===== config.mk =====
export PLATFORM = sky130hd
export DESIGN_NAME = physRegFile
export DESIGN_NICKNAME = d
export VERILOG_FILES = /design/src/verilog/issuePkg.sv /design/src/verilog/physRegFile.sv
export SDC_FILE = /design/constraint.sdc
export NUM_CORES = 2
export LEC_CHECK = 0
export BUFFER_PORTS_ARGS = -buffer_cell sky130_fd_sc_hd__buf_4
export CAP_MARGIN = 40
export CORE_ASPECT_RATIO = 0.5
export CORE_MARGIN = 1
export CORE_UTILIZATION = 41
export CTS_CLUSTER_DIAMETER = 150
export DETAILED_ROUTE_END_ITERATION = 8
export PLACE_DENSITY = 0.65
export SYNTH_ARGS = -nofsm -noshare
export SYNTH_HDL_FRONTEND = slang
export SYNTH_SLANG_ARGS = --single-unit

===== constraint.sdc =====
create_clock -name clk -period 6.2 [get_ports clk]
set_input_delay 0.62 -clock clk [delete_from_list [all_inputs] [get_ports clk]]
set_output_delay 0.62 -clock clk [all_outputs]
set_load 0.05 [all_outputs]

===== src/verilog/issuePkg.sv =====
package issuePkg;

    // Physical register tag, 64 registers
    typedef logic [5:0] Tag;

    // Marks a missing operand or destination, always ready
    localparam Tag tagNone = 6'h3f;

    localparam int numPhysRegs = 64;

    // Program order, compared by wrapping difference
    typedef logic [7:0] SqN;

    typedef logic [31:0] Word;

    typedef enum logic [2:0] {
        opAdd,
        opSub,
        opAnd,
        opOr,
        opXor,
        opMul,
        opMulHigh
    } OpCode;

    typedef enum logic {
        fuAlu,
        fuMul
    } FuncUnit;

    typedef struct packed {
        logic    valid;
        SqN      sqN;
        OpCode   opcode;
        FuncUnit fu;
        Tag      tagA;
        Tag      tagB;
        logic    availA;
        logic    availB;
        Tag      tagDst;
    } MicroOp;

    // True when a is strictly older than b
    function automatic logic isOlder(SqN a, SqN b);
        SqN diff;
        diff = a - b;
        return diff[$bits(SqN)-1];
    endfunction

endpackage

===== src/verilog/physRegFile.sv =====
`timescale 1ns/1ps

module physRegFile import issuePkg::*; (
    input  logic clk,
    input  logic rst,
    input  Tag   readTag [4],
    input  Tag   readyTagA [2],
    input  Tag   readyTagB [2],
    input  logic clearValid [2],
    input  Tag   clearTag [2],
    input  logic writeValid [2],
    input  Tag   writeTag [2],
    input  Word  writeValue [2],
    output Word  readValue [4],
    output logic readyA [2],
    output logic readyB [2]
);

    Word                    values [numPhysRegs];
    logic [numPhysRegs-1:0] ready;
    logic [numPhysRegs-1:0] nextReady;

    always_ff @(posedge clk) begin
        for (int w = 0; w < 2; w++) begin
            if (writeValid[w] && writeTag[w] != tagNone)
                values[writeTag[w]] <= writeValue[w];
        end
    end

    // A clear wins since the tag is reallocated after its broadcast
    always_comb begin
        nextReady = ready;
        for (int w = 0; w < 2; w++) begin
            if (writeValid[w])
                nextReady[writeTag[w]] = 1'b1;
        end
        for (int c = 0; c < 2; c++) begin
            if (clearValid[c] && clearTag[c] != tagNone)
                nextReady[clearTag[c]] = 1'b0;
        end
    end

    always_ff @(posedge clk) begin
        if (rst) begin
            ready <= '1;
        end else begin
            ready <= nextReady;
        end
    end

    always_comb begin
        for (int p = 0; p < 4; p++)
            readValue[p] = (readTag[p] == tagNone) ? '0 : values[readTag[p]];
        for (int s = 0; s < 2; s++) begin
            readyA[s] = (readyTagA[s] == tagNone) || ready[readyTagA[s]];
            readyB[s] = (readyTagB[s] == tagNone) || ready[readyTagB[s]];
        end
    end

endmodule


# Word-level counts from Yosys, hierarchy flattened
# Memory sizes are Yosys's and may differ from the RTL's.
# Index checks and enable logic that the tools add are counted.
[word_totals] reg_bits=64 ram_bits=2048 in_bits=142 output_inout_bits=132 word_cells=72 n_memories=1
[memory_table] name="values" words=64 width=32 read_ports=4 rd_ports_with_merged_regs=0 write_ports=2 line="physRegFile.sv:19" text="Word values [numPhysRegs];"
[op_classes] order_cmp=12 eq_ne=12 n_mux=28 bitwise_logic=6 n_reduce_logical=12
[op_table] cell="64-bit two-way mux" n=4
[op_table] cell="64-bit AND" n=2
[op_table] cell="32-bit two-way mux" n=4
[op_table] cell="64-bit inverter" n=2
[op_table] cell="64-bit OR" n=2
[op_table] cell="6-bit by 7-bit < comparator with 1-bit output (second input constant)" n=8
[op_table] cell="6-bit == test (second input constant)" n=8
[op_table] cell="1-bit binary-select mux with 6-bit select" n=4
[op_table] cell="1-bit demux with 6-bit select" n=4
[op_table] cell="6-bit by 1-bit greater-or-equal comparator with 1-bit output (second input constant)" n=4
[op_table] cell="6-bit inequality test (second input constant)" n=4
[op_table] cell="1-bit two-way mux" n=12
[op_table] cell="1-bit logical AND" n=8
[op_table] cell="1-bit logical OR" n=4

# Logic depth before layout (Yosys ltp)
[depth] depth_word=12 ltp_mapped=10 depth_no_buf=5

# Least setup slack after synthesis
# OpenSTA, ideal clock, no wires.
[synth_timing] path_type="in2reg" from="in writeTag[11] (netlist name)" to="mem values[32][0] (netlist name), enable pin" setup_time_ns=0.468 arrival_time_ns=3.756 required_ns=5.732 slack_ns=1.976 path_stages=4 n_path_buf=2 path_cell_list="clkbuf_1 -> or3b_2 -> clkbuf_1 -> o21ai_0"
[synth_lines] element="from (decl)" line="physRegFile.sv:12" text="input Tag writeTag [2],"
[synth_lines] element="to (decl)" line="physRegFile.sv:19"

==> flow_metrics.tcl <==
set metrics [dict create \
    status "complete, but fails checks" \
    violations "design-rule violations" \
    grt_max_degree 87 \
    final_util_pct 46.0 \
    drv_slew 0 \
    cts-root-buf "clkbuf_16" \
    met1_usage_pct 43.5 \
    timing.rr.end "ready[6]" \
    ant_nets 0 \
    cts.repair.resized 0 \
    crit_arrival_ps 4830 \
    drt_iter0_markers 22800 \
    synth_async_sr_flop_share_pct 0 \
    relSlewSlack_pct 16.1 \
    worst_hold_path.num_cells 3 \
    first_pass_iters 9 \
    fmax_mhz 184 \
    cts_buffers 226 \
    ys_top_cells_by_area "edfxtp_1 39%, mux4_2 34%, mux2_2 15%, clkbuf_1 1.8%, mux2i_1 1.8%" \
    post_drt_via_cell_ratio 7.95 \
    post_cts_buffers 0 \
    max_cap_viol_count 0 \
    rrSetupSlack_ps 5380 \
    grt_usage_pct 36.2 \
    syn_inst 9617 \
    rsz0062_at_grt "false" \
    cts_tree "done" \
    p_per_area_mw_per_mm2 215 \
    slowest_delay_ps 870 \
    grt_pass1_vias 109000 \
    setup_tns_ps 0 \
    grtUsageMet3_pct 19.7 \
    coreArea_mm2 0.377 \
    cp_max_fo 34 \
    ys_seq_area_share_pct 40.2 \
    avgSynthCellArea_um2 16.3 \
    htreeDepth 4 \
    worst_pin_slew_ps 1260 \
    top_usage_layer "met2" \
    cp_common_cell "buf_4" \
    hpwl_um 455000 \
    clock-sinks 2111 \
    grt.met2_usage_pct 49.3 \
    die_h_um 439 \
    required_ps 5580 \
    path_delay_family "buffers and inverters" \
    rows 159 \
    die_w_um 875 \
    criticalPathCategory "in -> out" \
    ys.flop_type "edfxtp_1" \
    finalSetupViolCount 0 \
    r2r_start "ready[6]" \
    yosysWarningCount 0 \
    start_util_pct 41.4 \
    synth-edff-count 2048 \
    cp_slowest_cell "or3b_4" \
    worst_clock_skew_ps 0 \
    peakVddDrop_v 0.000238 \
    grt_pass1_wl_um 953000 \
    hold_end "ready[0]" \
    wire_per_inst_um 48.9 \
    synth_top_area_share_pct 39.4 \
    r2r_cells 2 \
    fin_crit_ps 5450 \
    cts.path.max_buffers 4 \
    netlist_area_mm2 0.156 \
    path_cells "buf_8 > or3b_4 > buf_4 > buf_4 > o22ai_1 > a211oi_1 > nor2_1 > o21ai_1 > buf_4" \
    hold_viol 0 \
    clk_latency_ps 940 \
    layout-drive-gt1-share_pct 59.9 \
    antenna_found_initial 70 \
    synth_cell_types 64 \
    num_vias 116000 \
    min_from "clearTag[5]" \
    crit_path_start_kind "primary input" \
    port_buffers 273 \
    nets 9394 \
    hold_buffers 0 \
    syn_to_final_growth_pct 11.1 \
    leakage_uw 0.0555 \
    die_area_mm2 0.384 \
    cp-end-kind "output port" \
    synth_top_area_cell "edfxtp_1" \
    num_io_pins 274 \
    overflow 0 \
    drt_wl_total_um 712000 \
    drc 1 \
    place_congestion 0.967 \
    fin_crit_sh_pct 87.8 \
    cts.clk_slew.worst_paths_ps 60 \
    path_buf_inv 4 \
    hold_path.class "in -> reg" \
    ys_ff_latch 2111 \
]
layout by cell type (no fill, tap or decap), types with 82 or more instances in the layout:
cell | synthesis | routed
buf_12 | 1 | 137
mux2i_1 | 282 | 282
a211oi_1 | 247 | 247
mux4_2 | 2358 | 2358
nand2_1 | 141 | 97
buf_4 | 48 | 587
edfxtp_1 | 2048 | 2048
o21ai_0 | 127 | 82
a22oi_1 | 122 | 122
nor2_1 | 159 | 140
clkbuf_16 | 0 | 228
mux2_2 | 2023 | 2023
o22ai_1 | 314 | 302
per-layer routing:
layer  up-vias  routed length, um
li1      40700                  -
met1     59900             228000
met2     12300             289000
met3      2823             133000
met4        48              61000
met5         -               1460
sequential cells by signal, summed over array words and instances (netlist names):
signal / count
ready: 63
values: 2048
cell families after synthesis:
logic type             share of synthesized area (%)
AOI/OAI and AO/OA                               4.15
buffers and inverters                           3.89
DFF                                             40.2
muxes                                           50.5
other                                        0.00240
and+or+nand+nor                                 1.32
worst max path at each step:
stage | startpoint | end | cells after the start
after floorplan | writeTag[11] | values[32][0] | 4
after global placement | readTag[22] | readValue[124] | 9
after detailed placement | readTag[22] | readValue[124] | 9
after CTS | readTag[22] | readValue[124] | 9
after global routing | readTag[22] | readValue[124] | 9
final | readTag[22] | readValue[124] | 9
cell usage after synthesis, types with 4 or more instances:
| cell | n |
|---|---|
| mux4_2 | 2358 |
| edfxtp_1 | 2048 |
| mux2_2 | 2023 |
| clkbuf_1 | 759 |
| buf_2 | 369 |
| o22ai_1 | 314 |
| mux2i_1 | 282 |
| a211oi_1 | 247 |
| buf_1 | 220 |
| nor2_1 | 159 |
| nand2_1 | 141 |
| o21ai_0 | 127 |
| a22oi_1 | 122 |
| dfxtp_1 | 63 |
| o21ai_1 | 63 |
| o21bai_1 | 63 |
| buf_4 | 48 |
| nand3_1 | 30 |
| nor2b_1 | 19 |
| nand3b_1 | 17 |
| buf_6 | 11 |
| nor3_1 | 11 |
| or3b_2 | 9 |
| a21oi_1 | 7 |
| a2111oi_0 | 6 |
| inv_1 | 6 |
| nand4_1 | 6 |
| nor3b_1 | 6 |
| and2_1 | 5 |
| and3_1 | 5 |
| nand4b_1 | 5 |
| or3_1 | 5 |
| and3b_1 | 4 |
| mux4_4 | 4 |
| nand2b_1 | 4 |
worst register-to-register path: stages (launching register included):
cell and delay [ps]:
dfxtp_1 420, o22ai_1 120, o21bai_1 200
where the power goes:
group | leakage [uW] | switching [uW] | internal (uW)
registers | 0.0190 | 178 | 15900
clock network | 0.00346 | 6340 | 7560
logic | 0.0331 | 4430 | 2980
total | 0.0555 | 10900 | 26400
area by class of cell:
type | count | area (um^2)
antenna | 63 | 158
timing repair buffer | 787 | 8350
fill | 32100 | 204000
tap | 5071 | 6340
multi-input combinational | 6119 | 88900
inverter | 7 | 26.3
clock buffer | 261 | 5830
clock inverter | 143 | 1240
sequential | 2111 | 62800
through the flow:
stage | power, uW | setup WS [ps] | std cells | hold WS [ps] | instance area, um^2
floorplan | 20900 | 1980 | 9648 | 507 | 156000
global placement | 23300 | 1230 | 14000 | 536 | 164000
detailed placement | 23400 | 1230 | 14100 | 550 | 166000
CTS | 36900 | 1240 | 14500 | 7.90 | 173000
finish | 37300 | 754 | 14600 | 59.0 | 174000
global route | 37800 | 1140 | 14500 | 65.4 | 174000
No activity file was read; power rests on OpenSTA's default activity.
