[src/verilog/issuePkg.sv]
package issuePkg;

    // Physical register tag, 64 registers
    typedef logic [5:0] Tag;

    // Marks a missing operand or destination, always ready
    localparam Tag tagNone = 6'h3f;

    localparam int numPhysRegs = 64;

    // Program order, compared by wrapping difference
    typedef logic [7:0] SqN;

    typedef logic [31:0] Word;

    typedef enum logic [2:0] {
        opAdd,
        opSub,
        opAnd,
        opOr,
        opXor,
        opMul,
        opMulHigh
    } OpCode;

    typedef enum logic {
        fuAlu,
        fuMul
    } FuncUnit;

    typedef struct packed {
        logic    valid;
        SqN      sqN;
        OpCode   opcode;
        FuncUnit fu;
        Tag      tagA;
        Tag      tagB;
        logic    availA;
        logic    availB;
        Tag      tagDst;
    } MicroOp;

    // True when a is strictly older than b
    function automatic logic isOlder(SqN a, SqN b);
        SqN diff;
        diff = a - b;
        return diff[$bits(SqN)-1];
    endfunction

endpackage
[src/verilog/dispatchSteer.sv]
`timescale 1ns/1ps

module dispatchSteer import issuePkg::*; #(
    parameter int QUEUE_SIZE = 8
) (
    input  logic                        clk,
    input  logic                        rst,
    input  MicroOp                      uopIn [2],
    input  logic                        flushValid,
    input  logic                        readyA [2],
    input  logic                        readyB [2],
    input  logic                        resultValid [2],
    input  Tag                          resultTag [2],
    input  logic [$clog2(QUEUE_SIZE):0] freeAlu,
    input  logic [$clog2(QUEUE_SIZE):0] freeMul,
    output logic                        stall [2],
    output MicroOp                      enqAlu [2],
    output MicroOp                      enqMul [2],
    output logic                        clearValid [2],
    output Tag                          clearTag [2]
);

    localparam int cntBits = $clog2(QUEUE_SIZE) + 1;

    // Queues come out of reset one cycle before dispatch opens
    logic running;

    always_ff @(posedge clk) begin
        if (rst) begin
            running <= 1'b0;
        end else begin
            running <= 1'b1;
        end
    end

    always_comb begin
        logic [cntBits-1:0] roomAlu;
        logic [cntBits-1:0] roomMul;
        logic               blocked;
        logic               accept;
        MicroOp             routed;

        roomAlu = freeAlu;
        roomMul = freeMul;
        blocked = flushValid || !running;

        for (int s = 0; s < 2; s++) begin
            routed = uopIn[s];
            routed.availA = readyA[s];
            routed.availB = readyB[s];

            // Results broadcast this cycle are not in the ready bits yet
            for (int r = 0; r < 2; r++) begin
                if (resultValid[r] && resultTag[r] == uopIn[s].tagA)
                    routed.availA = 1'b1;
                if (resultValid[r] && resultTag[r] == uopIn[s].tagB)
                    routed.availB = 1'b1;
            end

            // Producer in slot 0 of the same bundle
            if (s == 1 && uopIn[0].valid && uopIn[0].tagDst != tagNone) begin
                if (uopIn[0].tagDst == uopIn[s].tagA)
                    routed.availA = 1'b0;
                if (uopIn[0].tagDst == uopIn[s].tagB)
                    routed.availB = 1'b0;
            end

            accept = 1'b0;
            if (uopIn[s].valid && !blocked) begin
                if (uopIn[s].fu == fuAlu && roomAlu != '0) begin
                    accept = 1'b1;
                    roomAlu = roomAlu - 1'b1;
                end else if (uopIn[s].fu == fuMul && roomMul != '0) begin
                    accept = 1'b1;
                    roomMul = roomMul - 1'b1;
                end
            end

            // Everything behind a stalled slot waits too
            if (uopIn[s].valid && !accept)
                blocked = 1'b1;
            stall[s] = blocked;

            enqAlu[s] = routed;
            enqAlu[s].valid = accept && uopIn[s].fu == fuAlu;
            enqMul[s] = routed;
            enqMul[s].valid = accept && uopIn[s].fu == fuMul;

            clearValid[s] = accept && uopIn[s].tagDst != tagNone;
            clearTag[s] = uopIn[s].tagDst;
        end
    end

endmodule

[config.mk]
export PLATFORM = sky130hd
export DESIGN_NAME = dispatchSteer
export DESIGN_NICKNAME = d
export VERILOG_FILES = /design/src/verilog/issuePkg.sv /design/src/verilog/dispatchSteer.sv
export SDC_FILE = /design/constraint.sdc
export NUM_CORES = 1
export LEC_CHECK = 0
export ABC_AREA = 0
export BUFFER_PORTS_ARGS = -buffer_cell sky130_fd_sc_hd__buf_4
export CAP_MARGIN = 5
export CORE_AREA = 5 5 91 93
export CTS_BUF_LIST = sky130_fd_sc_hd__clkbuf_16
export DETAILED_ROUTE_END_ITERATION = 16
export DIE_AREA = 0 0 96 98
export PLACE_DENSITY_LB_ADDON = 0.08
export SLEW_MARGIN = 20
export SYNTH_ARGS = -nofsm -noshare
export SYNTH_HDL_FRONTEND = slang
export SYNTH_SLANG_ARGS = --single-unit
[constraint.sdc]
create_clock -name clk -period 2.3 [get_ports clk]
set_input_delay 0.23 -clock clk [delete_from_list [all_inputs] [get_ports clk]]
set_output_delay 0.23 -clock clk [all_outputs]
set_load 0.02 [all_outputs]
; After elaboration in Yosys (flattened, before gate mapping)
; Index checks and enable logic that the tools add are counted.
[totals]
in_bits = 95
register_bits = 1
[op_classes]
bitwise = 2
muxes = 25
n_eq_ne = 12
reduce_logical = 33
add_sub_neg = 2
[ops]
columns = cell, count
row1 = $eq 6x6->1, 10
row2 = $logic_and 1x1->1, 23
row3 = $mux 4, 5
row4 = $mux 1, 19
row5 = $reduce_bool 4->1, 4
row6 = $ne 6x6->1 const B, 2
row7 = $sub 4x1->4 const B, 2
row8 = $logic_not 1->1, 5
row9 = $mux 2, 1
row10 = $not 1->1, 2
row11 = $logic_or 1x1->1, 1

; Logic depth before layout (Yosys ltp)
; Gate-level depths: netlist (run 1).
[depth]
word_depth = 14
depth_mapped = 7
mapped_depth_nobuf = 7

; Least setup slack after synthesis (run 1)
; OpenSTA, ideal clock, no wires.
[synth_timing]
path_type = input port to output port
start = in freeMul[0]
end = out clearValid[0] in the netlist's numbering
stages = 7
arrival_time_ps = 1848
n_path_buf = 0
setup_slack_ps = 222
cell_sequence = inv_1 ha_1 or3b_1 and4_4 xnor2_2 o32ai_2 nor3_1
[synth_rtl]
columns = element, line_no
row1 = from (decl), dispatchSteer.sv:15  ; input logic [$clog2(QUEUE_SIZE):0] freeMul,
row2 = to (decl), dispatchSteer.sv:19  ; output logic clearValid [2],

==> flow_summary.json, run 1 <==
{
  "drt_pre_antenna_iters": 4,
  "register_area_sq_um": 20.0,
  "synth_edf_count": 0,
  "grt_use_met3": 0.0146,
  "grt_pass1_wl_microns": 8800,
  "num_rows": 32,
  "synth_fa_ha_area_frac": 0.0123,
  "finalSetupViolations": 0,
  "dpl.hpwl_microns": 5510,
  "critPathBufInv": 3,
  "grt_use_total": 0.113,
  "path_common_cell": "buf_4",
  "yosysWarnings": 0,
  "synth_area_per_cell_sq_um": 7.60,
  "holdCritPathClass": "in2reg",
  "setup.worst_path.end_class": "primary output",
  "dp.cells": 405,
  "grt_use_met1": 0.142,
  "cp_top_family": "simple AND/OR/NAND/NOR gates",
  "routedWlPerCell_microns": 15.0,
  "cp-startpoint": "freeMul[0]",
  "synthTopCellsByArea": "buf_4, xor2_1, xnor2_1",
  "use_met2": 0.211,
  "n_antenna_cell": 0,
  "die_y_microns": 98,
  "antenna_found_initial": 0,
  "synth_fp_nets": 365,
  "drv_slew": 0,
  "fillCellCount": 834,
  "num_io_pins": 243,
  "relSlewSlack": 0.669,
  "ir_drop_mv": 0.0956,
  "max_cap_viol_count": 0,
  "cp_cell_sequence": "buf_4 > inv_1 > ha_2 > or3b_4 > and4_4 > xnor2_4 > o32ai_4 > nor4b_2 > buf_4",
  "outcome": "finished clean",
  "die_w_microns": 96,
  "multi_input_area_sq_um": 1000,
  "first_global_vias": 1665,
  "worst_slew_pin_slew_ns": 0.490,
  "grt_max_degree": 8,
  "synth-simple-area-share": 0.129,
  "place_ws_ns": 0.0647,
  "initial_utilization": 0.273,
  "cp_max_fo": 4,
  "vias_per_cell": 3.97,
  "p_leak_nw": 1.20,
  "largest_register_ffs": 1,
  "synth.distinct_cells": 31,
  "synth_area_leader_cell": "buf_4",
  "first_iter_violations": 30,
  "hold_slack_ns": 0.383,
  "fp.coreArea_sq_um": 7450,
  "regMostFlops": "running",
  "finalNonFillerCells": 406,
  "nets": 403,
  "drc": 0,
  "path_clk_slew_ns": 0,
  "grt_busiest_layer": "met2",
  "synth_compound_area_frac": 0.0486,
  "die-area_sq_um": 9410,
  "ys_seq_area_frac": 0.00983,
  "yosysMostFrequentCell": "buf_4",
  "ys.flop_type": "dfxtp_1",
  "yosysTopAreaCellShare": 0.502,
  "max_freq_mhz": 459,
  "power_density_nw_per_um2": 243,
  "wl_microns": 6090,
  "crit_cells": 9,
  "setup_slack_ns": 0.123,
  "worstPathArrival_ns": 1.95,
  "netlist_top_cells_count": "buf_4, xor2_1, xnor2_1",
  "area_growth_pct": 22.2,
  "ys_ff_latch": 1,
  "synthXorXnorAreaFrac": 0.270,
  "antenna_left": 0,
  "period_share": 0.946,
  "place_congestion": 0.728,
  "fin_crit_ns": 2.18,
  "crit_end": "enqAlu[32]",
  "slowest_delay_ns": 0.38,
  "synth.mux.area_fraction": 0.00983,
  "crit_slowest_cell": "or3b_4",
  "critPathKind": "in2out",
  "report.final.hold_viol_count": 0,
  "port_buffers": 172,
  "start_kind": "input pin",
  "syn_area_sq_um": 2040,
  "syn_inst": 268,
  "final_util": 0.334,
  "num_vias": 1610,
  "synth_top_family_by_area": "buffers and inverters",
  "overflow": 0,
  "reg_top3": "running: 1 flops",
  "required_ns": 2.07,
  "synthArstFlopShare": 0,
  "drive_above_1_share": 0.612
}
[per-stage QoR]
| step | power [mW] | cell area [sq um] | setup TNS (ns) |
|---|---|---|---|
| 2_1_floorplan | 0.503 | 2040 | 0 |
| 3_3_place_gp | 0.600 | 2430 | 0 |
| 3_5_place_dp | 0.600 | 2430 | 0 |
| 4_1_cts | 0.602 | 2430 | 0 |
| 5_1_grt | 0.647 | 2490 | -0.00265 |
| 6_report | 0.603 | 2490 | 0 |
[metal layers]
layer,vias up,part of all wire
li1,815,-
met1,696,0.38
met2,90,0.52
met3,9,0.092
met4,0,0.0046
met5,-,0
[report_power, final]
part | internal [mW] | total (mW) | switching (mW)
combinational | 0.277 | 0.584 | 0.307
sequential | 0.0187 | 0.0191 | 0.000403
clock | 0 | 0 | 0
[layout make-up]
cell class	count	area share
flip-flops and latches	1	0.00805
well taps	102	0.0513
repair buffers	174	0.525
multi-input cells	121	0.403
inverters	8	0.0121
[cells by family after synthesis]
group	after synthesis
buffers and inverters	146
XOR/XNOR	62
AND/OR/NAND/NOR	43
AO/OA/AOI/OAI	12
multiplexers	2
adder cells (fa/ha/maj)	2
flip-flops	1
[worst min path at each step]
stage | startpoint | end | slack, ns | depth (start not counted)
floorplan | rst | running | 0.29 | 1
global placement | rst | running | 0.38 | 2
finish | rst | running | 0.38 | 2
global route | rst | running | 0.40 | 2
CTS | rst | running | 0.39 | 2
detailed placement | rst | running | 0.39 | 2
[placed cells by master (no fill, tap or decap), drive strengths merged]
cell type    n
nand3        2
and4         1
nand4       10
and2b        1
o2111a       1
nor3         2
o32ai        1
or3b         2
mux2i        2
buf        174
nand4b       1
o41ai        1
nor4b        1
xnor2       30
inv          8
ha           2
a21o         1
or3          1
nand2        7
a211o        1
nor4        10
o21ai        3
nand2b       1
a21oi        2
dfxtp        1
o32a         2
xor2        32
nor3b        1
nor2         3
[repair_timing]
item,CTS,global route
gates resized for setup,0,10
hold buffers,0,0
endpoints found under the setup margin,0,2
buffers inserted,0,1
No activity file was read; power rests on OpenSTA's default activity.
==> inputs of run 2 (changes only) <==
--- a/config.mk
+++ b/config.mk
@@ -8,10 +8,10 @@
 export ABC_AREA = 0
 export BUFFER_PORTS_ARGS = -buffer_cell sky130_fd_sc_hd__buf_4
 export CAP_MARGIN = 5
-export CORE_AREA = 5 5 91 93
+export CORE_AREA = 5 5 90 92
 export CTS_BUF_LIST = sky130_fd_sc_hd__clkbuf_16
 export DETAILED_ROUTE_END_ITERATION = 16
-export DIE_AREA = 0 0 96 98
+export DIE_AREA = 0 0 95 97
 export PLACE_DENSITY_LB_ADDON = 0.08
 export SLEW_MARGIN = 20
 export SYNTH_ARGS = -nofsm -noshare
==> constraint.sdc (replaced) <==
create_clock -name clk -period 2.56 [get_ports clk]
set_input_delay 0.256 -clock clk [delete_from_list [all_inputs] [get_ports clk]]
set_output_delay 0.256 -clock clk [all_outputs]
set_load 0.02 [all_outputs]
==> flow_summary.json, run 2 (synthesized netlist as in run 1, its figures left out) <==
{
  "dpl.hpwl_microns": 5600,
  "die-area_sq_um": 9220,
  "max_cap_viol_count": 0,
  "critPathBufInv": 3,
  "die_y_microns": 97,
  "required_ns": 2.30,
  "rsz0062_at_grt": "no",
  "grt_use_total": 0.120,
  "path_clk_slew_ns": 0,
  "drive_above_1_share": 0.586,
  "p_leak_nw": 1.20,
  "cp_cell_sequence": "buf_4 > inv_1 > ha_1 > or3b_1 > and4_4 > xnor2_2 > o32ai_2 > a21o_2 > buf_4",
  "largest_register_ffs": 1,
  "period_share": 0.914,
  "drc": 0,
  "reg_top3": "running: 1 flops",
  "setup.worst_path.end_class": "primary output",
  "num_vias": 1628,
  "fillCellCount": 818,
  "first_iter_violations": 18,
  "fin_crit_ns": 2.34,
  "place_congestion": 0.781,
  "setup-tns-final_ns": 0,
  "report.final.hold_viol_count": 0,
  "initial_utilization": 0.285,
  "port_buffers": 172,
  "worst_slew_pin_slew_ns": 0.468,
  "whs_path_depth": 2,
  "crit_slowest_cell": "or3b_1",
  "regMostFlops": "running",
  "grt_pass1_wl_microns": 9020,
  "path_common_cell": "buf_4",
  "min_to": "running",
  "slowest_delay_ns": 0.39,
  "finalSetupViolations": 0,
  "first_global_vias": 1705,
  "max_freq_mhz": 427,
  "critPathKind": "in2out",
  "cp_max_fo": 4,
  "start_kind": "input pin",
  "worstPathArrival_ns": 2.08,
  "die_w_microns": 95,
  "n_antenna_cell": 0,
  "cp_top_family": "simple AND/OR/NAND/NOR gates",
  "outcome": "finished clean",
  "grt_max_degree": 8,
  "ctsResizeCount": 0,
  "num_io_pins": 243,
  "antenna_found_initial": 0,
  "area_growth_pct": 19.0,
  "holdBufCountCts": 0,
  "hp-start": "rst",
  "final_util": 0.339,
  "vias_per_cell": 4.06,
  "drt_pre_antenna_iters": 4,
  "final_cell_mix": "buf_4, xor2_1, xnor2_1",
  "holdCritPathClass": "in2reg",
  "cts_setup_buffers": 0,
  "fp.coreArea_sq_um": 7140,
  "relSlewSlack": 0.684,
  "overflow": 0,
  "layout_commonest_cell": "buf_4",
  "nets": 401,
  "power_density_nw_per_um2": 219,
  "num_rows": 31,
  "antenna_left": 0,
  "routedWlPerCell_microns": 15.3,
  "wl_microns": 6150,
  "ir_drop_mv": 0.0856,
  "drv_slew": 0
}
## run 2: cell types whose count changed in the layout (fill, tap and decap cells not counted), sizes merged
cell	before	now
buf	174	172
## run 2: area by class of cell
class	instances	area (sq um)	share of cell area
repair buffers	172	1290	0.533
multi-input cells	121	957	0.395
well taps	99	124	0.0511
inverters	8	30.0	0.0124
flip-flops and latches	1	20.0	0.00826
## run 2: through the flow
| stage | power [mW] | hold slack [ns] | cell area (sq um) | cells | worst slack (ns) |
|---|---|---|---|---|---|
| floorplan | 0.452 | 0.313 | 2040 | 268 | 0.430 |
| global placement | 0.540 | 0.410 | 2420 | 401 | 0.237 |
| detailed placement | 0.538 | 0.408 | 2420 | 401 | 0.233 |
| CTS | 0.540 | 0.408 | 2420 | 401 | 0.234 |
| global route | 0.568 | 0.413 | 2420 | 401 | 0.114 |
| finish | 0.531 | 0.409 | 2420 | 401 | 0.219 |
## run 2: per-layer routing
metal	global-route usage	vias up	routed length (microns)
met2	0.230	97	3170
met4	0.0111	0	61
met1	0.135	706	2280
met3	0.0279	11	634
met5	0	-	0
li1	-	814	-
## run 2: power breakdown
part	switching, mW	total [mW]	internal (mW)
combinational	0.271	0.514	0.242
clock	0	0	0
sequential	0.000364	0.0171	0.0168
## run 2: how the worst max path moves through the flow
stage	start	endpoint	slack, ns	depth (start not counted)
floorplan	freeMul[0]	clearValid[0]	0.43	7
global placement	freeMul[0]	stall[0]	0.24	9
detailed placement	freeMul[0]	stall[0]	0.23	9
CTS	freeMul[0]	stall[0]	0.23	9
global route	freeMul[0]	stall[0]	0.11	9
finish	freeMul[0]	stall[0]	0.22	9
