File: src/verilog/issuePkg.sv
package issuePkg;

    // Physical register tag, 64 registers
    typedef logic [5:0] Tag;

    // Marks a missing operand or destination, always ready
    localparam Tag tagNone = 6'h3f;

    localparam int numPhysRegs = 64;

    // Program order, compared by wrapping difference
    typedef logic [7:0] SqN;

    typedef logic [31:0] Word;

    typedef enum logic [2:0] {
        opAdd,
        opSub,
        opAnd,
        opOr,
        opXor,
        opMul,
        opMulHigh
    } OpCode;

    typedef enum logic {
        fuAlu,
        fuMul
    } FuncUnit;

    typedef struct packed {
        logic    valid;
        SqN      sqN;
        OpCode   opcode;
        FuncUnit fu;
        Tag      tagA;
        Tag      tagB;
        logic    availA;
        logic    availB;
        Tag      tagDst;
    } MicroOp;

    // True when a is strictly older than b
    function automatic logic isOlder(SqN a, SqN b);
        SqN diff;
        diff = a - b;
        return diff[$bits(SqN)-1];
    endfunction

endpackage
File: src/verilog/issueQueue.sv
`timescale 1ns/1ps

module issueQueue import issuePkg::*; #(
    parameter int      QUEUE_SIZE = 8,
    parameter FuncUnit UNIT       = fuAlu
) (
    input  logic                        clk,
    input  logic                        rst,
    input  MicroOp                      enq [2],
    input  logic                        resultValid [2],
    input  Tag                          resultTag [2],
    input  logic                        flushValid,
    input  SqN                          flushSqN,
    input  logic                        unitStall,
    output logic [$clog2(QUEUE_SIZE):0] freeSlots,
    output MicroOp                      issueUop
);

    localparam int idxBits = $clog2(QUEUE_SIZE);
    localparam int cntBits = idxBits + 1;

    // Entries are kept oldest first, valid below count
    MicroOp             entries [QUEUE_SIZE];
    MicroOp             woken [QUEUE_SIZE];
    MicroOp             nextEntries [QUEUE_SIZE];
    logic               eligible [QUEUE_SIZE];
    logic [cntBits-1:0] count;
    logic [cntBits-1:0] nextCount;
    logic               selFound;
    logic [idxBits-1:0] selIdx;
    logic               doIssue;

    assign freeSlots = cntBits'(QUEUE_SIZE) - count;

    // Operand wakeup from both result buses
    always_comb begin
        for (int i = 0; i < QUEUE_SIZE; i++) begin
            woken[i] = entries[i];
            for (int j = 0; j < 2; j++) begin
                if (resultValid[j] && resultTag[j] == entries[i].tagA)
                    woken[i].availA = 1'b1;
                if (resultValid[j] && resultTag[j] == entries[i].tagB)
                    woken[i].availB = 1'b1;
            end
            eligible[i] = (i < count) && woken[i].availA && woken[i].availB;
        end
    end

    // Oldest ready entry wins, i.e. the lowest index
    always_comb begin
        selFound = 1'b0;
        selIdx = '0;
        for (int i = QUEUE_SIZE - 1; i >= 0; i--) begin
            if (eligible[i]) begin
                selFound = 1'b1;
                selIdx = idxBits'(i);
            end
        end
    end

    assign doIssue = selFound && !unitStall && !flushValid;

    always_comb begin
        logic [cntBits-1:0] fill;

        for (int i = 0; i < QUEUE_SIZE; i++)
            nextEntries[i] = woken[i];
        fill = count;

        if (flushValid) begin
            // Keep the prefix that is not younger than the branch
            fill = '0;
            for (int i = 0; i < QUEUE_SIZE; i++) begin
                if (i < count && !isOlder(flushSqN, entries[i].sqN))
                    fill = cntBits'(i + 1);
            end
        end else begin
            if (doIssue) begin
                // Collapse the hole left by the issued entry
                for (int i = 0; i < QUEUE_SIZE - 1; i++) begin
                    if (i >= selIdx)
                        nextEntries[i] = woken[i + 1];
                end
                fill = count - 1'b1;
            end

            // New entries go behind everything already queued
            for (int k = 0; k < 2; k++) begin
                if (enq[k].valid && enq[k].fu == UNIT && fill < QUEUE_SIZE) begin
                    nextEntries[fill[idxBits-1:0]] = enq[k];
                    fill = fill + 1'b1;
                end
            end
        end

        nextCount = fill;
    end

    always_ff @(posedge clk) begin
        entries <= nextEntries;
    end

    always_ff @(posedge clk) begin
        if (rst) begin
            count <= '0;
            issueUop.valid <= 1'b0;
        end else begin
            count <= nextCount;
            if (doIssue) begin
                issueUop <= woken[selIdx];
            end else if (!unitStall) begin
                issueUop.valid <= 1'b0;
            end else if (flushValid && isOlder(flushSqN, issueUop.sqN)) begin
                // Held op on a blocked unit is still killed by a flush
                issueUop.valid <= 1'b0;
            end
        end
    end

endmodule

File: config.mk
export PLATFORM = sky130hd
export DESIGN_NAME = issueQueue
export DESIGN_NICKNAME = d
export VERILOG_FILES = /design/src/verilog/issuePkg.sv /design/src/verilog/issueQueue.sv
export SDC_FILE = /design/constraint.sdc
export NUM_CORES = 1
export LEC_CHECK = 0
export BUFFER_PORTS_ARGS = -buffer_cell sky130_fd_sc_hd__buf_2
export CAP_MARGIN = 20
export CORE_UTILIZATION = 60
export CTS_BUF_LIST = sky130_fd_sc_hd__clkbuf_4 sky130_fd_sc_hd__clkbuf_8 sky130_fd_sc_hd__clkbuf_16
export CTS_CLUSTER_DIAMETER = 150
export DETAILED_ROUTE_END_ITERATION = 7
export GPL_ROUTABILITY_DRIVEN = 0
export PLACE_DENSITY = 0.78
export SLEW_MARGIN = 20
export SYNTH_ARGS = -nofsm -noshare
export SYNTH_HDL_FRONTEND = slang
export SYNTH_SLANG_ARGS = --single-unit
File: constraint.sdc
create_clock -name clk -period 7.6 [get_ports clk]
set_clock_uncertainty 0.1 [all_clocks]
set_input_delay 0.76 -clock clk [delete_from_list [all_inputs] [get_ports clk]]
set_output_delay 0.76 -clock clk [all_outputs]
set_load 0.05 [all_outputs]
* Word level (Yosys, flattened, before mapping)
Cells that the tools add are included.
Word-level totals: input bits 92, word-level logic and storage cells 319, flip-flop bits (word level) 301
Operators by class: $add $sub $neg 13, eq/ne operators 33, reduce and logical (&&, ||, !) cells 76, bitwise logic cells 6, mux-type cells 87, magnitude comparators 22
Operators with widths (number):
- $mux 264 | 3
- $bwmux 264 | 2
- $mux 231 | 2
- $mux 33 | 11
- $mux 239 | 1
- $demux 33 s3 | 2
- $eq 6x6->1 | 32
- $bmux 33 s3 | 1
- $sub 8x8->8 | 9
- $logic_and 1x1->1 | 65
- $mux 4 | 13
- $mux 1 | 44
- $mux 3 | 8
- $lt 3x4->1 const A | 4
- $ge 4x4->1 const B | 3
- $not 3->4 | 3
- $logic_not 1->1 | 10
- $ge 3x3->1 const A | 3
- $add 4x1->4 const B | 2
- $lt 1x4->1 const A | 2
- $lt 2x4->1 const A | 2
- $lt 4x1->1 const B | 2
- $lt 4x4->1 const B | 2
- $ge 1x3->1 const A | 2
- 6 further kinds | 9

* Longest topological paths before layout
Gate-level depths: netlist of run 1.
depth in word-level cells 30, mapped depth 21, mapped depth without buffers 16

* Worst setup path after synthesis of run 1
OpenSTA, ideal clock, no wires.
kind input port to flip-flop, start point input flushValid, end point register count[0], setup slack 0.822 ns, required time 7.356 ns, stages 5, arrival 6.534 ns, cell sequence clkbuf_1 > inv_1 > a21oi_1 > nand2b_1 > o311ai_0
Between the ends: longest elaborated chain between the ends 12, elaborated cells between the ends (all ways) 14, classes of those cells 2 x add/sub; 2 x order compare; 6 x mux; 4 x reduce/logical
Ends and longest elaborated chain:
- start, declared | line issueQueue.sv:12 | input logic flushValid,
- $logic_not 1->1 | line issueQueue.sv:61 | assign doIssue = selFound && !unitStall && !flushValid;
- $logic_and 1x1->1 | line issueQueue.sv:61
- $mux 4 | line issueQueue.sv:78 | if (doIssue) begin
- $mux 4 | line issueQueue.sv:70 | if (flushValid) begin
- $lt 4x4->1 | line issueQueue.sv:89 | if (enq[k].valid && enq[k].fu == UNIT && fill < QUEUE_SIZE) begin
- $logic_and 1x1->1 | line issueQueue.sv:89
- $mux 4 | line issueQueue.sv:89
- $mux 4 | line issueQueue.sv:70
- $lt 4x4->1 | line issueQueue.sv:89
- $logic_and 1x1->1 | line issueQueue.sv:89
- $mux 4 | line issueQueue.sv:89
- $mux 4 * | line issueQueue.sv:70
- end signal, assigned | line issueQueue.sv:108 | count <= nextCount;
- end, declared | line issueQueue.sv:27 | logic [cntBits-1:0] count;
Every way passes the cells marked *; elsewhere a longest branch is shown, timed or not. The select of a mux whose other input is x is not followed. A chain may end at the register's enable or synchronous reset.

* Worst setup path in the final report of run 1
start point input resultTag[0] (netlist name), end point register entries[156] (netlist name) (data pin)
Between the ends: longest elaborated chain between the ends 28, elaborated cells between the ends (all ways) 112, classes of those cells 1 x add/sub; 7 x order compare; 16 x eq/ne; 48 x mux; 2 x bitwise; 38 x reduce/logical
Ends and longest elaborated chain:
- start, declared | line issueQueue.sv:11 | input Tag resultTag [2],
- $eq 6x6->1 | line issueQueue.sv:40 | if (resultValid[j] && resultTag[j] == entries[i].tagA)
- $logic_and 1x1->1 | line issueQueue.sv:40
- $mux 1 | line issueQueue.sv:40
- $logic_and 1x1->1 (2 in a row) | line issueQueue.sv:45 | eligible[i] = (i < count) && woken[i].availA && woken[i].availB;
- $mux 1 (8 in a row) | line issueQueue.sv:54 | if (eligible[i]) begin
- $logic_and 1x1->1 (2 in a row) | line issueQueue.sv:61
- $mux 4 | line issueQueue.sv:78
- $mux 4 | line issueQueue.sv:70
- [... 3 more ...]
- $mux 4 | line issueQueue.sv:70
- $not 3->4 (implied by the code) | line issueQueue.sv:90 | nextEntries[fill[idxBits-1:0]] = enq[k];
- $ge 4x4->1 (implied by the code) or $lt 4x1->1 (tied branches) | line issueQueue.sv:90
- $logic_and 1x1->1 (implied by the code) | line issueQueue.sv:90
- $mux 33 (implied by the code) | line issueQueue.sv:90
- $demux 33 s3 | line issueQueue.sv:90
- $bwmux 264 | line issueQueue.sv:90
- $mux 264 * | line issueQueue.sv:89
- end signal, assigned | line issueQueue.sv:100 | entries <= nextEntries;
- end, declared | line issueQueue.sv:23 | MicroOp entries [QUEUE_SIZE];
Marked as above.

==> impl_metrics.toml, run 1 <==
[layout]
final.fill_count = 3141
layout.nets = 2732
final_layout_size_suffix_gt1_frac = 0.135
syn2layout_area_growth_pct = 8.42
regArea_um2 = 8830
multiInputGateArea_um2 = 14000
design_area_um2 = 26100
final_util = 0.659

[setup_path]
path_class = "in2reg"
r2r_cells = 16
reg2reg_from = "entries[207]"
reg2reg_to = "entries[156]"
required_ns = 7.83
endpoint_kind = "register"
cp_data_arrival_time_ns = 6.25
cp_max_fo = 52
cp-start-kind = "input port"
crit_path_cell_trace = "buf_2, xnor2_1, nand4_1, nor4_1, nor2_1, o32a_1, a41oi_4, mux2i_2, ha_1, nand2_1, xnor2_1, a21o_1, o211ai_1, nor4b_2, buf_4, a211oi_1, a21o_1"
r2r_setup_slack_ns = 1.69
cp_slowest_cell = "o211ai_1"
critPathMaxStageDelay_ns = 0.61

[logic_synthesis]
ys_types = 76
synth_compound_area_frac = 0.202
synth_top_family_by_area = "compound AO/OA/AOI/OAI gates"
synth_mux_area_frac = 0.141
synthAdderAreaFrac = 0.0301
synth_area_um2 = 24100
syn-num-nets = 2768
synthFlopType = "edfxtp_1"
seq_area_frac_synth = 0.366
synthSimpleGateAreaFrac = 0.122
synth.avg_cell_area_um2 = 9.21
async_flop_share = 0
syn_inst = 2618
synth_edf_count = 280
synth_seq_cells = 301
synth_xor_xnor_area_share = 0.0788
yosysWarnings = 0

[hold_path]
holdPathEnd = "entries[6]"
hold_start = "enq[6]"
hold_depth = 3
min_path_type = "in2reg"

[sta]
worstMarginPinSlew_ns = 1.09
setup-violations-final = 0
fin_crit_ns = 6.02
hold_viol = 0
holdWs_ns = 0.468
slew_headroom = 0.272
setup_ws_ns = 1.58
fmax_ghz = 0.166
fin_crit_sh = 0.792
rsz0062_at_grt = "false"
slew_viol_final = 0
finalSetupTns_ns = 0

[global_route]
track_usage = 0.367
grt_pass1_vias = 20474
grt.overflow.total = 0
grt_pass1_wl_um = 117000
grt_antenna_before_repair = 2
grt_max_degree = 112

[routing]
firstDrtPassIters = 8
drtIter0Drc = 2819
vias = 21337
ant_nets = 0
routed_wl_um = 76600
wl_per_cell_um = 24.4
viasPerCell = 6.80
drcViolationCount = 0

[placement]
port_buffers = 128
dp_worst_setup_slack_ns = 1.22
post_dp_cell_area_um2 = 24800
hpwl_um = 49700

[power_and_ir_drop]
power.density_nw_per_um2 = 442
ir_drop_uv = 323
p_leak_nw = 10.7

[run_status]
status = "finished clean"

[die]
die_h_um = 202
ioPinCount = 129
coreArea_um2 = 39600
initial_utilization = 0.608
die_w_um = 202
die_area_um2 = 41000
fp-row-count = 73

[clocking]
cts_hold_buffers = 0
cts_sinks = 301
cts_root_buffer = "clkbuf_16"
tritoncts = "built"
cts_setup_buffers = 0
clk_latency_ns = 0.58
clk_pin_slew_ns = 0.06
cts_buffer_depth = 3
cts_max_level = 2
cts_resized = 0
numCtsBuffers = 38

[flow_run]
drv_cap = 0
==> layout by cell type, fill, tap and decap left out, types with 6 or more instances in the layout <==
cell	count
or3_1	8
a221oi_1	14
o21ai_1	35
a21oi_4	6
nor4_1	25
nand3_1	22
o211ai_1	63
o21ai_0	199
buf_2	128
nor2_1	213
mux2i_1	274
clkbuf_4	8
a21o_1	137
clkbuf_16	39
nor3_1	18
a2111oi_0	14
a21oi_1	127
ha_1	58
nand4_1	30
xnor2_1	104
and3_1	6
edfxtp_1	280
clkbuf_8	7
dfxtp_1	21
xor2_1	111
buf_4	50
mux2_2	53
nand2_1	262
a211oi_1	100
inv_1	64
and2_1	7
nand2b_1	15
==> metal layers <==
metal	track usage	up-vias	share of wire
met5	0	-	0.00010
met1	0.485	10093	0.39
met2	0.568	1431	0.45
met3	0.0734	342	0.11
li1	-	9469	-
met4	0.199	2	0.056
==> critical path: cells and delay by family <==
family                   cells  cell delay (ns)
AO/OA/AOI/OAI                6             2.02
AND/OR/NAND/NOR              5             1.41
buffers and inverters        2             1.04
multiplexers                 1             0.39
XOR/XNOR                     2             0.35
adder cells (fa/ha/maj)      1             0.24
==> worst max path at each step <==
| stage | startpoint | endpoint | slack (ns) | cells past startpoint |
|---|---|---|---|---|
| after global placement | resultTag[3] | entries[149] | 1.48 | 17 |
| final | resultTag[0] | entries[156] | 1.58 | 17 |
| after floorplan | flushValid | count[0] | 0.82 | 5 |
| after CTS | resultTag[3] | entries[154] | 1.78 | 17 |
| after detailed placement | resultTag[3] | entries[149] | 1.22 | 17 |
| after global routing | resultTag[3] | entries[151] | 1.36 | 17 |
==> stage by stage <==
stage	power, mW	instances
finish	11.6	3137
global route	12.1	3137
CTS	11.4	3134
detailed placement	9.42	3065
global placement	9.17	3065
floorplan	7.79	2618
==> final cells by class <==
| type | instances | area share |
|---|---|---|
| multi-input cells | 1996 | 0.536 |
| diodes | 1 | 0.0000957 |
| repair buffers | 180 | 0.0403 |
| flip-flops and latches | 301 | 0.338 |
| clock inverters | 15 | 0.00771 |
| well taps | 525 | 0.0251 |
| clock buffers | 54 | 0.0433 |
| inverters | 65 | 0.00962 |
==> cell families after synthesis <==
| family | count (synthesis) |
|---|---|
| mux | 330 |
| fa+ha+maj | 58 |
| xor+xnor | 216 |
| compound gates | 748 |
| flops | 301 |
| buf+inv | 321 |
| simple gates | 644 |
==> registers in the layout, summed over array words and instances, names as in the netlist <==
name	flops
entries	264
issueUop	33
count	4
==> synthesized netlist by cell type (all sizes together), types with 4 or more instances <==
library cell | number | area (µm²)
clkbuf | 111 | 417
a21oi | 133 | 673
nor4 | 30 | 248
a21o | 138 | 1040
nor3 | 24 | 151
o21bai | 4 | 33.8
edfxtp | 280 | 8410
xor2 | 111 | 972
xnor2 | 105 | 927
and2 | 7 | 43.8
nor4b | 4 | 80.1
o32ai | 5 | 77.6
nor2 | 216 | 811
o22ai | 4 | 25.0
or2 | 4 | 25.0
mux2 | 54 | 612
nand4 | 30 | 188
o21ai | 239 | 1200
ha | 58 | 726
inv | 65 | 244
a221oi | 14 | 123
buf | 145 | 792
nand3 | 23 | 128
nand2 | 264 | 991
a41oi | 4 | 53.8
or3 | 8 | 50.1
nand2b | 15 | 93.8
a211oi | 100 | 751
and3 | 6 | 37.5
a2111oi | 14 | 123
mux2i | 276 | 2780
nor2b | 5 | 31.3
dfxtp | 21 | 420
o211ai | 63 | 473
==> where the power goes <==
group | switching (mW) | internal (mW)
combinational | 3.73 | 2.47
sequential | 0.661 | 2.75
clock | 0.773 | 1.18
total | 5.16 | 6.40
No activity file was read; power rests on OpenSTA's default activity.
==> inputs of run 2 (changes only) <==
- clock period: 7.6 -> 6.3 ns (I/O delays scaled with it)
==> run 2 against run 1 <==
  * Global-route usage up 0.33 points
  * Register-to-register slack worse by 0.72 ns
  * Flip-flop and latch count unchanged
  * Sequential power up 21%
  * Critical path depth unchanged
  * Utilization up 0.16 points
  * Routed wire length up 0.81%
  * Design area up 0.24%
  * Combinational power up 23%
  * Clock power up 5%
==> impl_metrics.toml, run 2 (synthesis results as in run 1) <==
[clocking]
clk_pin_slew_ns = 0.06
cts_hold_buffers = 0
tritoncts = "built"
cts_resized = 0
cts_sinks = 301
cts_buffer_depth = 3
cts_max_level = 2
cts_setup_buffers = 0
clk_latency_ns = 0.54
cts_root_buffer = "clkbuf_16"
numCtsBuffers = 37

[setup_path]
cp_max_fo = 31
required_ns = 6.45
cp_num_buf_inv = 3
cp_slowest_cell = "nor4_1"
endpoint_kind = "register"
critPathMaxStageDelay_ns = 0.53
path_class = "in2reg"
cp_data_arrival_time_ns = 5.49
crit_path_cell_trace = "buf_2, xnor2_1, nand4_1, nor4_1, nor3_2, o32a_1, a41oi_4, mux2i_2, ha_1, nand2_1, xnor2_1, a21o_1, o211ai_1, buf_4, nor4b_4, buf_4, o21ai_0"
cp-start-kind = "input port"
crit_family = "compound AO/OA/AOI/OAI gates"

[sta]
slew_viol_final = 0
fmax_ghz = 0.187
finalSetupTns_ns = 0
slew_headroom = 0.252
rsz0062_at_grt = "false"
worstMarginPinSlew_ns = 1.12
fin_crit_ns = 5.34
hold_viol = 0
fin_crit_sh = 0.847
setup-violations-final = 0

[die]
fp-row-count = 73
die_area_um2 = 41000
coreArea_um2 = 39600
die_w_um = 202
die_h_um = 202
ioPinCount = 129
initial_utilization = 0.608

[layout]
final_common_cell = "edfxtp_1"
final_layout_size_suffix_gt1_frac = 0.138
layout.nets = 2749
largest_register_ffs = 264
regMostFlops = "entries"
final_cell_mix = "280 x edfxtp_1, 274 x mux2i_1, 262 x nand2_1"
syn2layout_area_growth_pct = 8.68
reg.largest.list = "entries: 264 flops, issueUop: 33 flops, count: 4 flops"
final_util = 0.661

[power_and_ir_drop]
p_leak_nw = 10.7
ir_drop_uv = 448
power.density_nw_per_um2 = 525

[routing]
ant_nets = 0
wl_per_cell_um = 24.5
firstDrtPassIters = 7
drcViolationCount = 0
vias = 21307
drtIter0Drc = 2802
viasPerCell = 6.76
routed_wl_um = 77200

[global_route]
grt.overflow.total = 0
grt_max_degree = 125
grt_antenna_before_repair = 3
grt_pass1_wl_um = 118000
track_usage = 0.371
grt_pass1_vias = 20673

[placement]
port_buffers = 128
hpwl_um = 49800

[run_status]
status = "finished clean"

[flow_run]
drv_cap = 0

[hold_path]
min_path_type = "in2reg"
-- run 2: final cells by class --
cell class | instances | area [µm²]
clock inverters | 10 | 55.1
multi-input cells | 1996 | 14000
clock buffers | 53 | 1060
repair buffers | 198 | 1340
inverters | 65 | 248
diodes | 3 | 7.51
well taps | 525 | 657
flip-flops and latches | 301 | 8830
fillers | 3125 | 13400
-- run 2: tightest hold or removal path, delay by kind of cell --
family	cells	cell delay, ns
AO/OA/AOI/OAI	2	0.20
buffers and inverters	1	0.12
-- run 2: where the power goes --
| part | switching [mW] | total (mW) | internal, mW | leakage, nW |
|---|---|---|---|---|
| clock | 0.865 | 2.04 | 1.17 | 0.562 |
| combinational | 4.51 | 7.60 | 3.09 | 7.26 |
| sequential | 0.796 | 4.11 | 3.31 | 2.90 |
| total | 6.17 | 13.7 | 7.58 | 10.7 |
-- run 2: through the flow --
step | setup WS [ns] | total power [mW] | instances | cell area [µm²] | hold WS (ns)
5_1_grt | 0.582 | 14.5 | 3149 | 26200 | 0.386
3_3_place_gp | 0.688 | 11.2 | 3083 | 25000 | 0.427
6_report | 0.961 | 13.7 | 3151 | 26200 | 0.364
2_1_floorplan | 0.732 | 9.40 | 2618 | 24100 | 0.403
4_1_cts | 1.04 | 13.6 | 3146 | 26200 | 0.344
3_5_place_dp | 0.522 | 11.5 | 3083 | 25000 | 0.472
-- run 2: final timing paths --
check                     from      endpoint  slack, ns  depth (start not counted)
hold reg to reg    entries[32]   entries[32]       0.49                          1
setup / recovery  resultTag[3]  entries[220]       0.96                         17
setup reg to reg  entries[215]  entries[220]       0.97                         16
hold / removal          enq[6]    entries[6]       0.36                          3
-- run 2: metal layers --
layer / up-vias / global-route usage / part of all wire
li1: 9496 / - / -
met1: 10025 / 0.496 / 0.38
met2: 1479 / 0.564 / 0.44
met3: 307 / 0.0742 / 0.12
met4: 0 / 0.202 / 0.056
met5: - / 0 / 0
